File: src/logic/rv_isa_pkg.sv
// ##############################
// RV32I base types for the execute
// datapath: data words, register
// indices, lane masks and the ALU,
// load and branch encodings.
// Import with rv_isa_pkg::*.
// ##############################
package rv_isa_pkg;

  localparam int WORD_W = 32;

  typedef logic [WORD_W-1:0]   word_t;
  typedef logic [4:0]          reg_idx_t;
  typedef logic [WORD_W/8-1:0] byte_en_t;

  // ALU function select
  typedef enum logic [3:0] {
    ALU_ADD  = 4'd0,
    ALU_SUB  = 4'd1,
    ALU_AND  = 4'd2,
    ALU_OR   = 4'd3,
    ALU_XOR  = 4'd4,
    ALU_SLL  = 4'd5,
    ALU_SRL  = 4'd6,
    ALU_SRA  = 4'd7,
    ALU_SLT  = 4'd8,
    ALU_SLTU = 4'd9
  } aluop_t;

  // Same width codes as funct3 of loads and stores
  typedef enum logic [2:0] {
    LB   = 3'b000,
    LH   = 3'b001,
    LW   = 3'b010,
    LBU  = 3'b100,
    LHU  = 3'b101,
    NONE = 3'b111
  } load_t;

  // Branch funct3 codes
  typedef enum logic [2:0] {
    BEQ  = 3'b000,
    BNE  = 3'b001,
    BLT  = 3'b100,
    BGE  = 3'b101,
    BLTU = 3'b110,
    BGEU = 3'b111
  } branch_t;

endpackage

File: src/logic/exec_pipe_pkg.sv
// ##############################
// Records passed between decode,
// execute and memory, plus the
// bypass state carried with each
// decoded instruction.
// Import with exec_pipe_pkg::*.
// ##############################
package exec_pipe_pkg;

  import rv_isa_pkg::*;

  // Operand source for rs1 / rs2
  typedef enum logic [1:0] {
    FWD_RF = 2'd0,
    FWD_M  = 2'd1,
    FWD_W  = 2'd2
  } fwd_sel_t;

  typedef enum logic {
    A_RS1 = 1'b0,
    A_PC  = 1'b1
  } a_sel_t;

  typedef enum logic {
    B_RS2 = 1'b0,
    B_IMM = 1'b1
  } b_sel_t;

  // Jump base, pc for JAL and rs1 for JALR
  typedef enum logic {
    J_RS1 = 1'b0,
    J_PC  = 1'b1
  } j_sel_t;

  typedef struct packed {
    fwd_sel_t rs1_sel;
    fwd_sel_t rs2_sel;
    word_t    mem_data;
    word_t    wb_data;
  } bypass_t;

  typedef struct packed {
    word_t    pc;
    word_t    pc4;
    word_t    rs1_data;
    word_t    rs2_data;
    word_t    imm;
    a_sel_t   alu_a_sel;
    b_sel_t   alu_b_sel;
    aluop_t   aluop;
    load_t    load_type;
    logic     dren;
    logic     dwen;
    logic     wen;
    reg_idx_t reg_rd;
    logic     branch_instr;
    branch_t  branch_type;
    word_t    br_imm;
    logic     jump_instr;
    j_sel_t   j_sel;
    word_t    j_offset;
    bypass_t  bypass;
  } dec_ex_t;

  // alu_out doubles as the memory address
  typedef struct packed {
    word_t    alu_out;
    word_t    store_wdata;
    byte_en_t byte_en;
    load_t    load_type;
    logic     dren;
    logic     dwen;
    logic     wen;
    reg_idx_t reg_rd;
    logic     branch_instr;
    logic     branch_taken;
    word_t    resolved_addr;
    logic     jump_instr;
    word_t    jump_addr;
    word_t    pc4;
  } ex_mem_t;

endpackage

File: src/logic/alu_unit.sv
// ##############################
// RV32I integer ALU. Combinational,
// ten operations selected by op.
// Shift amounts come from b[4:0].
// ##############################
module alu_unit
  import rv_isa_pkg::*;
(
  input  word_t  a,
  input  word_t  b,
  input  aluop_t op,
  output word_t  y
);

  logic [4:0] shamt;

  assign shamt = b[4:0];

  always_comb begin
    case (op)
      ALU_ADD:  y = a + b;
      ALU_SUB:  y = a - b;
      ALU_AND:  y = a & b;
      ALU_OR:   y = a | b;
      ALU_XOR:  y = a ^ b;
      ALU_SLL:  y = a << shamt;
      ALU_SRL:  y = a >> shamt;
      // Arithmetic shift keeps the sign
      ALU_SRA:  y = word_t'($signed(a) >>> shamt);
      ALU_SLT:  y = word_t'($signed(a) < $signed(b));
      ALU_SLTU: y = word_t'(a < b);
      default:  y = '0;
    endcase
  end

endmodule

File: src/logic/branch_resolve.sv
// ##############################
// Resolves branches and jumps for
// the instruction at the head of
// the issue buffer. Operands are
// the forwarded rs1 / rs2 values.
// ##############################
module branch_resolve
  import rv_isa_pkg::*;
  import exec_pipe_pkg::*;
(
  input  dec_ex_t instr,
  input  word_t   rs1_val,
  input  word_t   rs2_val,
  output logic    taken,
  output word_t   resolved_addr,
  output word_t   jump_addr
);

  logic  eq;
  logic  lt;
  logic  ltu;
  logic  cond;
  word_t jump_base;
  word_t jump_sum;

  assign eq  = (rs1_val == rs2_val);
  assign lt  = ($signed(rs1_val) < $signed(rs2_val));
  assign ltu = (rs1_val < rs2_val);

  always_comb begin
    case (instr.branch_type)
      BEQ:     cond = eq;
      BNE:     cond = !eq;
      BLT:     cond = lt;
      BGE:     cond = !lt;
      BLTU:    cond = ltu;
      BGEU:    cond = !ltu;
      default: cond = 1'b0;
    endcase
  end

  assign taken         = instr.branch_instr & cond;
  assign resolved_addr = taken ? (instr.pc + instr.br_imm) : instr.pc4;

  assign jump_base = (instr.j_sel == J_PC) ? instr.pc : rs1_val;
  assign jump_sum  = jump_base + instr.j_offset;
  // JALR clears bit 0 of the target
  assign jump_addr = {jump_sum[31:1], 1'b0};

endmodule

File: src/logic/credit_stage.sv
// ##############################
// Buffered pipeline stage with
// credit flow control. Upstream
// pushes only while it holds a
// credit, credit_ret gives one back
// per popped entry. The head leaves
// while the downstream count is set.
// ##############################
module credit_stage #(
  parameter type payload_t = logic [31:0],
  parameter int  DEPTH     = 2,
  parameter int  CREDITS   = 2
) (
  input  logic     CLK,
  input  logic     nRST,
  input  logic     in_valid,
  input  payload_t in_data,
  output logic     credit_ret,
  input  logic     kill,
  output logic     out_valid,
  output payload_t out_data,
  output logic     out_killed,
  input  logic     credit_in
);

  localparam int PTR_W = (DEPTH > 1) ? $clog2(DEPTH) : 1;
  localparam int CNT_W = $clog2(DEPTH + 1);
  localparam int CRD_W = $clog2(CREDITS + 1);

  payload_t         mem [DEPTH];
  logic [DEPTH-1:0] killed;
  logic [PTR_W-1:0] wr_ptr;
  logic [PTR_W-1:0] rd_ptr;
  logic [CNT_W-1:0] count;
  logic [CRD_W-1:0] credits;
  logic             pop;

  function automatic logic [PTR_W-1:0] next_ptr(input logic [PTR_W-1:0] ptr);
    return (ptr == PTR_W'(DEPTH - 1)) ? '0 : ptr + 1'b1;
  endfunction

  assign pop        = (count != '0) && (credits != '0);
  assign out_valid  = pop;
  assign out_data   = mem[rd_ptr];
  // Head leaving during a flush is killed too
  assign out_killed = killed[rd_ptr] | kill;

  always_ff @(posedge CLK) begin
    if (in_valid) begin
      mem[wr_ptr] <= in_data;
    end
  end

  always_ff @(posedge CLK, negedge nRST) begin
    if (!nRST) begin
      wr_ptr     <= '0;
      rd_ptr     <= '0;
      count      <= '0;
      credits    <= CRD_W'(CREDITS);
      killed     <= '0;
      credit_ret <= 1'b0;
    end else begin
      credit_ret <= pop;
      if (kill) begin
        killed <= '1;
      end
      // New entry is not part of the flushed set
      if (in_valid) begin
        killed[wr_ptr] <= 1'b0;
        wr_ptr         <= next_ptr(wr_ptr);
      end
      if (pop) begin
        rd_ptr <= next_ptr(rd_ptr);
      end
      count   <= count + CNT_W'(in_valid) - CNT_W'(pop);
      credits <= credits + CRD_W'(credit_in) - CRD_W'(pop);
    end
  end

  a_no_push_full: assert property (@(posedge CLK) disable iff (!nRST)
    in_valid |-> (count < DEPTH));

  a_credit_bound: assert property (@(posedge CLK) disable iff (!nRST)
    credits <= CRD_W'(CREDITS));

endmodule

File: src/logic/execute_stage.sv
// ##############################
// Integer execute stage. Decoded
// instructions queue in u_issue,
// are computed at its head and the
// results queue in u_result for
// the memory stage. Credits on both
// sides, flush kills u_issue.
// ##############################
module execute_stage
  import rv_isa_pkg::*;
  import exec_pipe_pkg::*;
#(
  parameter int IN_DEPTH    = 2,
  parameter int MEM_CREDITS = 2
) (
  input  logic    CLK,
  input  logic    nRST,
  input  logic    flush,
  input  logic    in_valid,
  input  dec_ex_t in_instr,
  output logic    in_credit,
  output logic    out_valid,
  output ex_mem_t out_result,
  input  logic    out_credit
);

  dec_ex_t  head;
  logic     head_valid;
  logic     head_killed;
  logic     result_credit;
  word_t    rs1_val;
  word_t    rs2_val;
  word_t    alu_a;
  word_t    alu_b;
  word_t    alu_y;
  logic     taken;
  word_t    resolved_addr;
  word_t    jump_addr;
  byte_en_t byte_en;
  ex_mem_t  result;

  credit_stage #(
    .payload_t (dec_ex_t),
    .DEPTH     (IN_DEPTH),
    .CREDITS   (MEM_CREDITS)
  ) u_issue (
    .CLK        (CLK),
    .nRST       (nRST),
    .in_valid   (in_valid),
    .in_data    (in_instr),
    .credit_ret (in_credit),
    .kill       (flush),
    .out_valid  (head_valid),
    .out_data   (head),
    .out_killed (head_killed),
    .credit_in  (result_credit)
  );

  operand_forward u_fwd (
    .instr   (head),
    .rs1_val (rs1_val),
    .rs2_val (rs2_val),
    .alu_a   (alu_a),
    .alu_b   (alu_b)
  );

  alu_unit u_alu (
    .a  (alu_a),
    .b  (alu_b),
    .op (head.aluop),
    .y  (alu_y)
  );

  branch_resolve u_branch (
    .instr         (head),
    .rs1_val       (rs1_val),
    .rs2_val       (rs2_val),
    .taken         (taken),
    .resolved_addr (resolved_addr),
    .jump_addr     (jump_addr)
  );

  mem_access_gen u_mem_gen (
    .load_type (head.load_type),
    .addr_low  (alu_y[1:0]),
    .byte_en   (byte_en)
  );

  // Killed items still travel with their side effects cleared
  always_comb begin
    result.alu_out       = alu_y;
    result.store_wdata   = rs2_val;
    result.byte_en       = byte_en;
    result.load_type     = head.load_type;
    result.dren          = head.dren & ~head_killed;
    result.dwen          = head.dwen & ~head_killed;
    result.wen           = head.wen & ~head_killed;
    result.reg_rd        = head.reg_rd;
    result.branch_instr  = head.branch_instr;
    result.branch_taken  = taken & ~head_killed;
    result.resolved_addr = resolved_addr;
    result.jump_instr    = head.jump_instr & ~head_killed;
    result.jump_addr     = jump_addr;
    result.pc4           = head.pc4;
  end

  // Slots here are what u_issue counts as credits
  credit_stage #(
    .payload_t (ex_mem_t),
    .DEPTH     (MEM_CREDITS),
    .CREDITS   (MEM_CREDITS)
  ) u_result (
    .CLK        (CLK),
    .nRST       (nRST),
    .in_valid   (head_valid),
    .in_data    (result),
    .credit_ret (result_credit),
    .kill       (1'b0),
    .out_valid  (out_valid),
    .out_data   (out_result),
    .out_killed (),
    .credit_in  (out_credit)
  );

endmodule

File: src/logic/mem_access_gen.sv
// ##############################
// Byte-lane enables for loads and
// stores, from the access width and
// the low two address bits.
// ##############################
module mem_access_gen
  import rv_isa_pkg::*;
(
  input  load_t      load_type,
  input  logic [1:0] addr_low,
  output byte_en_t   byte_en
);

  always_comb begin
    case (load_type)
      LB, LBU: byte_en = byte_en_t'(4'b0001 << addr_low);
      // Misaligned halfword gets no lanes
      LH, LHU: begin
        if (addr_low[0]) begin
          byte_en = '0;
        end else begin
          byte_en = addr_low[1] ? 4'b1100 : 4'b0011;
        end
      end
      LW:      byte_en = 4'b1111;
      default: byte_en = '0;
    endcase
  end

endmodule

File: src/logic/operand_forward.sv
// ##############################
// Applies the bypass selection to
// rs1 and rs2, then picks the two
// ALU operands. Purely
// combinational, fed by the head
// of the issue buffer.
// ##############################
module operand_forward
  import rv_isa_pkg::*;
  import exec_pipe_pkg::*;
(
  input  dec_ex_t instr,
  output word_t   rs1_val,
  output word_t   rs2_val,
  output word_t   alu_a,
  output word_t   alu_b
);

  // Memory stage holds the younger result
  function automatic word_t fwd_value(
    input fwd_sel_t sel,
    input word_t    rf_data,
    input bypass_t  byp
  );
    word_t val;
    if (sel == FWD_M) begin
      val = byp.mem_data;
    end else if (sel == FWD_W) begin
      val = byp.wb_data;
    end else begin
      val = rf_data;
    end
    return val;
  endfunction

  assign rs1_val = fwd_value(instr.bypass.rs1_sel, instr.rs1_data, instr.bypass);
  assign rs2_val = fwd_value(instr.bypass.rs2_sel, instr.rs2_data, instr.bypass);

  // AUIPC and JAL link use pc on port A
  assign alu_a = (instr.alu_a_sel == A_PC) ? instr.pc : rs1_val;
  assign alu_b = (instr.alu_b_sel == B_IMM) ? instr.imm : rs2_val;

endmodule

File: config.mk
export PLATFORM = sky130hd
export DESIGN_NAME = execute_stage
export DESIGN_NICKNAME = d
export VERILOG_FILES = /design/src/logic/rv_isa_pkg.sv /design/src/logic/exec_pipe_pkg.sv /design/src/logic/alu_unit.sv /design/src/logic/branch_resolve.sv /design/src/logic/credit_stage.sv /design/src/logic/execute_stage.sv /design/src/logic/mem_access_gen.sv /design/src/logic/operand_forward.sv
export SDC_FILE = /design/constraint.sdc
export NUM_CORES = 2
export LEC_CHECK = 0
export ABC_AREA = 1
export BUFFER_PORTS_ARGS = -buffer_cell sky130_fd_sc_hd__buf_4
export CORE_MARGIN = 8
export CORE_UTILIZATION = 54
export CTS_CLUSTER_DIAMETER = 120
export CTS_CLUSTER_SIZE = 8
export DETAILED_ROUTE_END_ITERATION = 10
export GPL_ROUTABILITY_DRIVEN = 1
export GPL_TIMING_DRIVEN = 1
export PLACE_DENSITY = 0.77
export RECOVER_POWER = 25
export SETUP_SLACK_MARGIN = 0.2
export SYNTH_ARGS = -nofsm -noshare
export SYNTH_HDL_FRONTEND = slang
export SYNTH_SLANG_ARGS = --single-unit
File: constraint.sdc
create_clock -name CLK -period 15.5 [get_ports CLK]
set_clock_uncertainty 0.05 [all_clocks]
set_input_delay 1.55 -clock CLK [delete_from_list [all_inputs] [get_ports CLK]]
set_output_delay 1.55 -clock CLK [all_outputs]
set_load 0.005 [all_outputs]
==> impl_metrics.ini <==
[yosys]
syn_area_um2 = 52100
ys_top_cells_by_area = edfxtp_1 57%, nand2_1 13%, ha_1 4.8%
ys_warn_count = 0
yosysMostFrequentCell = nand2_1
syn_nets = 5991
synth_top_cell_by_area = edfxtp_1
avgSynthCellArea_um2 = 9.53
ys.flop_type = edfxtp_1
ys_types = 64
postSynthCellCount = 5469
ys_ff_latch = 1000
yosys.area.top_type_share = 0.567
synth_edf_count = 984
ys_seq_area_frac = 0.575
yosys-top-cells-count = 1,791 x nand2_1, 984 x edfxtp_1, 375 x inv_1
async_reset_ff_frac = 0.0160

[layout]
drive_gt1_frac = 0.137
area_growth_pct = 15.9
layoutNonFillerInstCount = 7268
layout.nets = 6444

[timing]
fmax_ghz = 0.146
setup_viol = 0
maxSlewViolCount = 0
finalSetupTns_ns = 0
hold_violations = 0
min_period_ns = 6.85
slew_headroom = 0.137
tightest_slew_ns = 1.28
fin_crit_sh = 0.442
rsz0062_at_grt = false

[clocking]
ctsRootBufferMaster = clkbuf_16
ctsHtreeMaxLevel = 4
cts_tree = done
cts_sinks = 1000
postCtsSetupBuffers = 0
clock_path_buffers = 3
post_cts_resized = 0
cts_buffers = 143
postCtsHoldBufs = 0
clk_pin_slew_worst_paths_ns = 0.05
clock_latency_ns = 0.77

[worst_setup_path]
worstSetupStartpoint = u_issue.rd_ptr$_DFFE_PN0P_
worst_r2r_path_depth = 23
crit_arrival_ns = 7.29
cp-end-kind = flip-flop
critPathKind = flip-flop to flip-flop
cp.required_ns = 15.94
r2r-end = u_result.mem[0][169]$_DFFE_PP_
critPathMaxFanout = 94
crit_end = u_result.mem[0][169]$_DFFE_PP_
reg2reg_from = u_issue.rd_ptr$_DFFE_PN0P_
rrSetupSlack_ns = 8.65
crit_path_start_kind = flip-flop

[pwr]
power_density_nw_per_um2 = 162
ir_drop_mv = 0.124
p_sw_frac = 0.379
p_seq_frac = 0.364
p_switching_w = 0.00371
internal_power_w = 0.00608
leakage_nw = 25.0
p_clk_frac = 0.289
power_frac_comb = 0.346

[placement]
dp_hpwl_um = 134000
placed_cells = 7053
gp_congestion = 1.03
port_buffers = 498

[floorplan]
io_pins = 500
die_area_um2 = 107000
coreArea_um2 = 96100
rows = 114
die_y_um = 327
dieWidth_um = 327
initial_core_util = 0.542

[outcome]
status = completed

[route]
drc_errors = 0
ant_nets = 0
vias = 43300
drt_wl_total_um = 183000
wl_per_cell_um = 25.2
drt_iter0_markers = 6266
viasPerCell = 5.95
dr.pass1.iters = 8

[grt]
grt_pass1_wl_um = 264000
grt.total_usage = 0.330
antenna_found_initial = 38
grt_overflow = 0
grt_pass1_vias = 41200
grt_max_degree = 171

[min_path]
min_path_type = flip-flop to flip-flop

[run]
maxCapViolCount = 0
-- cells by family (layout without fill, tap and decap cells) --
| group | after synthesis | in the layout | share of synthesized area |
|---|---|---|---|
| adders and majority gates | 202 | 202 | 0.0491 |
| muxes | 7 | 7 | 0.00134 |
| DFF | 1000 | 1000 | 0.575 |
| AOI/OAI and AO/OA | 870 | 870 | 0.0940 |
| and+or+nand+nor | 2677 | 2677 | 0.217 |
| buffers and inverters | 636 | 1130 | 0.0514 |
| other | 1 | 30 | 0.0000720 |
| xor gates and xnor gates | 76 | 76 | 0.0128 |
-- state kept, by name, indices dropped and copies added (netlist names) --
register,cells
u_issue.count,2
u_issue.credit_ret,1
u_issue.credits,2
u_issue.killed,2
u_issue.mem,630
u_issue.rd_ptr,1
u_issue.wr_ptr,1
u_result.count,2
u_result.credit_ret,1
u_result.credits,2
u_result.mem,354
u_result.rd_ptr,1
u_result.wr_ptr,1
-- power groups by stage --
stage | combinational (W) | clock (W) | sequential (W)
after floorplan | 0.00213 | 0 | 0.00370
after global placement | 0.00324 | 0 | 0.00360
after detailed placement | 0.00327 | 0 | 0.00361
after CTS | 0.00329 | 0.00286 | 0.00356
after global routing | 0.00364 | 0.00296 | 0.00359
final | 0.00339 | 0.00284 | 0.00357
-- worst min-delay path by stage --
stage	from	to	slack [ns]	cells past startpoint
6_report	u_issue.credits[0]$_DFF_PN0_	u_issue.credits[0]$_DFF_PN0_	0.46	1
5_1_grt	u_issue.credits[0]$_DFF_PN0_	u_issue.credits[0]$_DFF_PN0_	0.49	1
4_1_cts	u_issue.credits[0]$_DFF_PN0_	u_issue.credits[0]$_DFF_PN0_	0.46	1
3_5_place_dp	u_issue.credits[0]$_DFF_PN0_	u_issue.credits[0]$_DFF_PN0_	0.45	1
3_3_place_gp	u_issue.killed[0]$_DFF_PN0_	u_issue.killed[0]$_DFF_PN0_	0.43	2
2_1_floorplan	u_issue.killed[0]$_DFF_PN0_	u_issue.killed[0]$_DFF_PN0_	0.41	2
-- critical path: stages, from the launching register on --
cell	delay (ns)
dfrtp_4	0.85
buf_12	0.39
nand2_1	0.12
nand2_2	0.12
nand2_2	0.12
nand2_1	0.29
inv_1	0.48
a21oi_2	0.43
a21boi_4	0.13
inv_2	0.06
buf_4	0.50
ha_1	0.44
o21ai_0	0.51
nand2_1	0.16
a31oi_1	0.25
inv_1	0.10
o21ai_0	0.47
nand2_1	0.21
a21oi_1	0.20
nand2_1	0.07
nand2_1	0.08
a21oi_1	0.05
o21ai_0	0.17
nand3_1	0.16
-- per-stage QoR --
step | cell area [µm²] | setup slack (ns) | total power (W) | util | hold WS (ns)
after floorplan | 52100 | 5.19 | 0.00582 | - | 0.412
after global placement | 56800 | 8.95 | 0.00683 | 0.591 | 0.427
after detailed placement | 56800 | 8.88 | 0.00688 | 0.591 | 0.446
after CTS | 60700 | 8.86 | 0.00971 | 0.632 | 0.456
after global routing | 60400 | 8.12 | 0.0102 | 0.628 | 0.487
final | 60400 | 8.65 | 0.00980 | 0.628 | 0.456
-- placed cells by master, fill, tap and decap left out, drive strengths merged, types with 19 or more instances in the layout --
cell    count
inv       407
xnor2      29
o211ai     61
o22ai      22
nor3       19
ha        198
o21ai     441
and3       24
xor2       47
a21oi     234
clkbuf    438
buf       278
edfxtp    984
diode      29
a31oi      20
nand4      39
nor2      281
nand2    1820
or2       152
nand3     321
-- area by class of cell --
cell class	instances	area (µm²)
Tap cell	1276	1600
Timing Repair Buffer	546	3750
Clock inverter	16	245
Fill cell	7761	35700
Multi-Input combinational cell	3833	19500
Antenna cell	29	72.6
Sequential cell	1000	30000
Inverter	398	1510
Clock buffer	170	3720
-- layer usage --
metal / track usage / vias up / wire length (µm)
met4: 0.153 / 14 / 9230
met2: 0.511 / 2682 / 83000
met1: 0.434 / 20500 / 70200
met3: 0.0854 / 505 / 20800
li1: - / 19500 / -
met5: 0 / - / 88
Note: power is estimated with default switching activity, not from simulation.
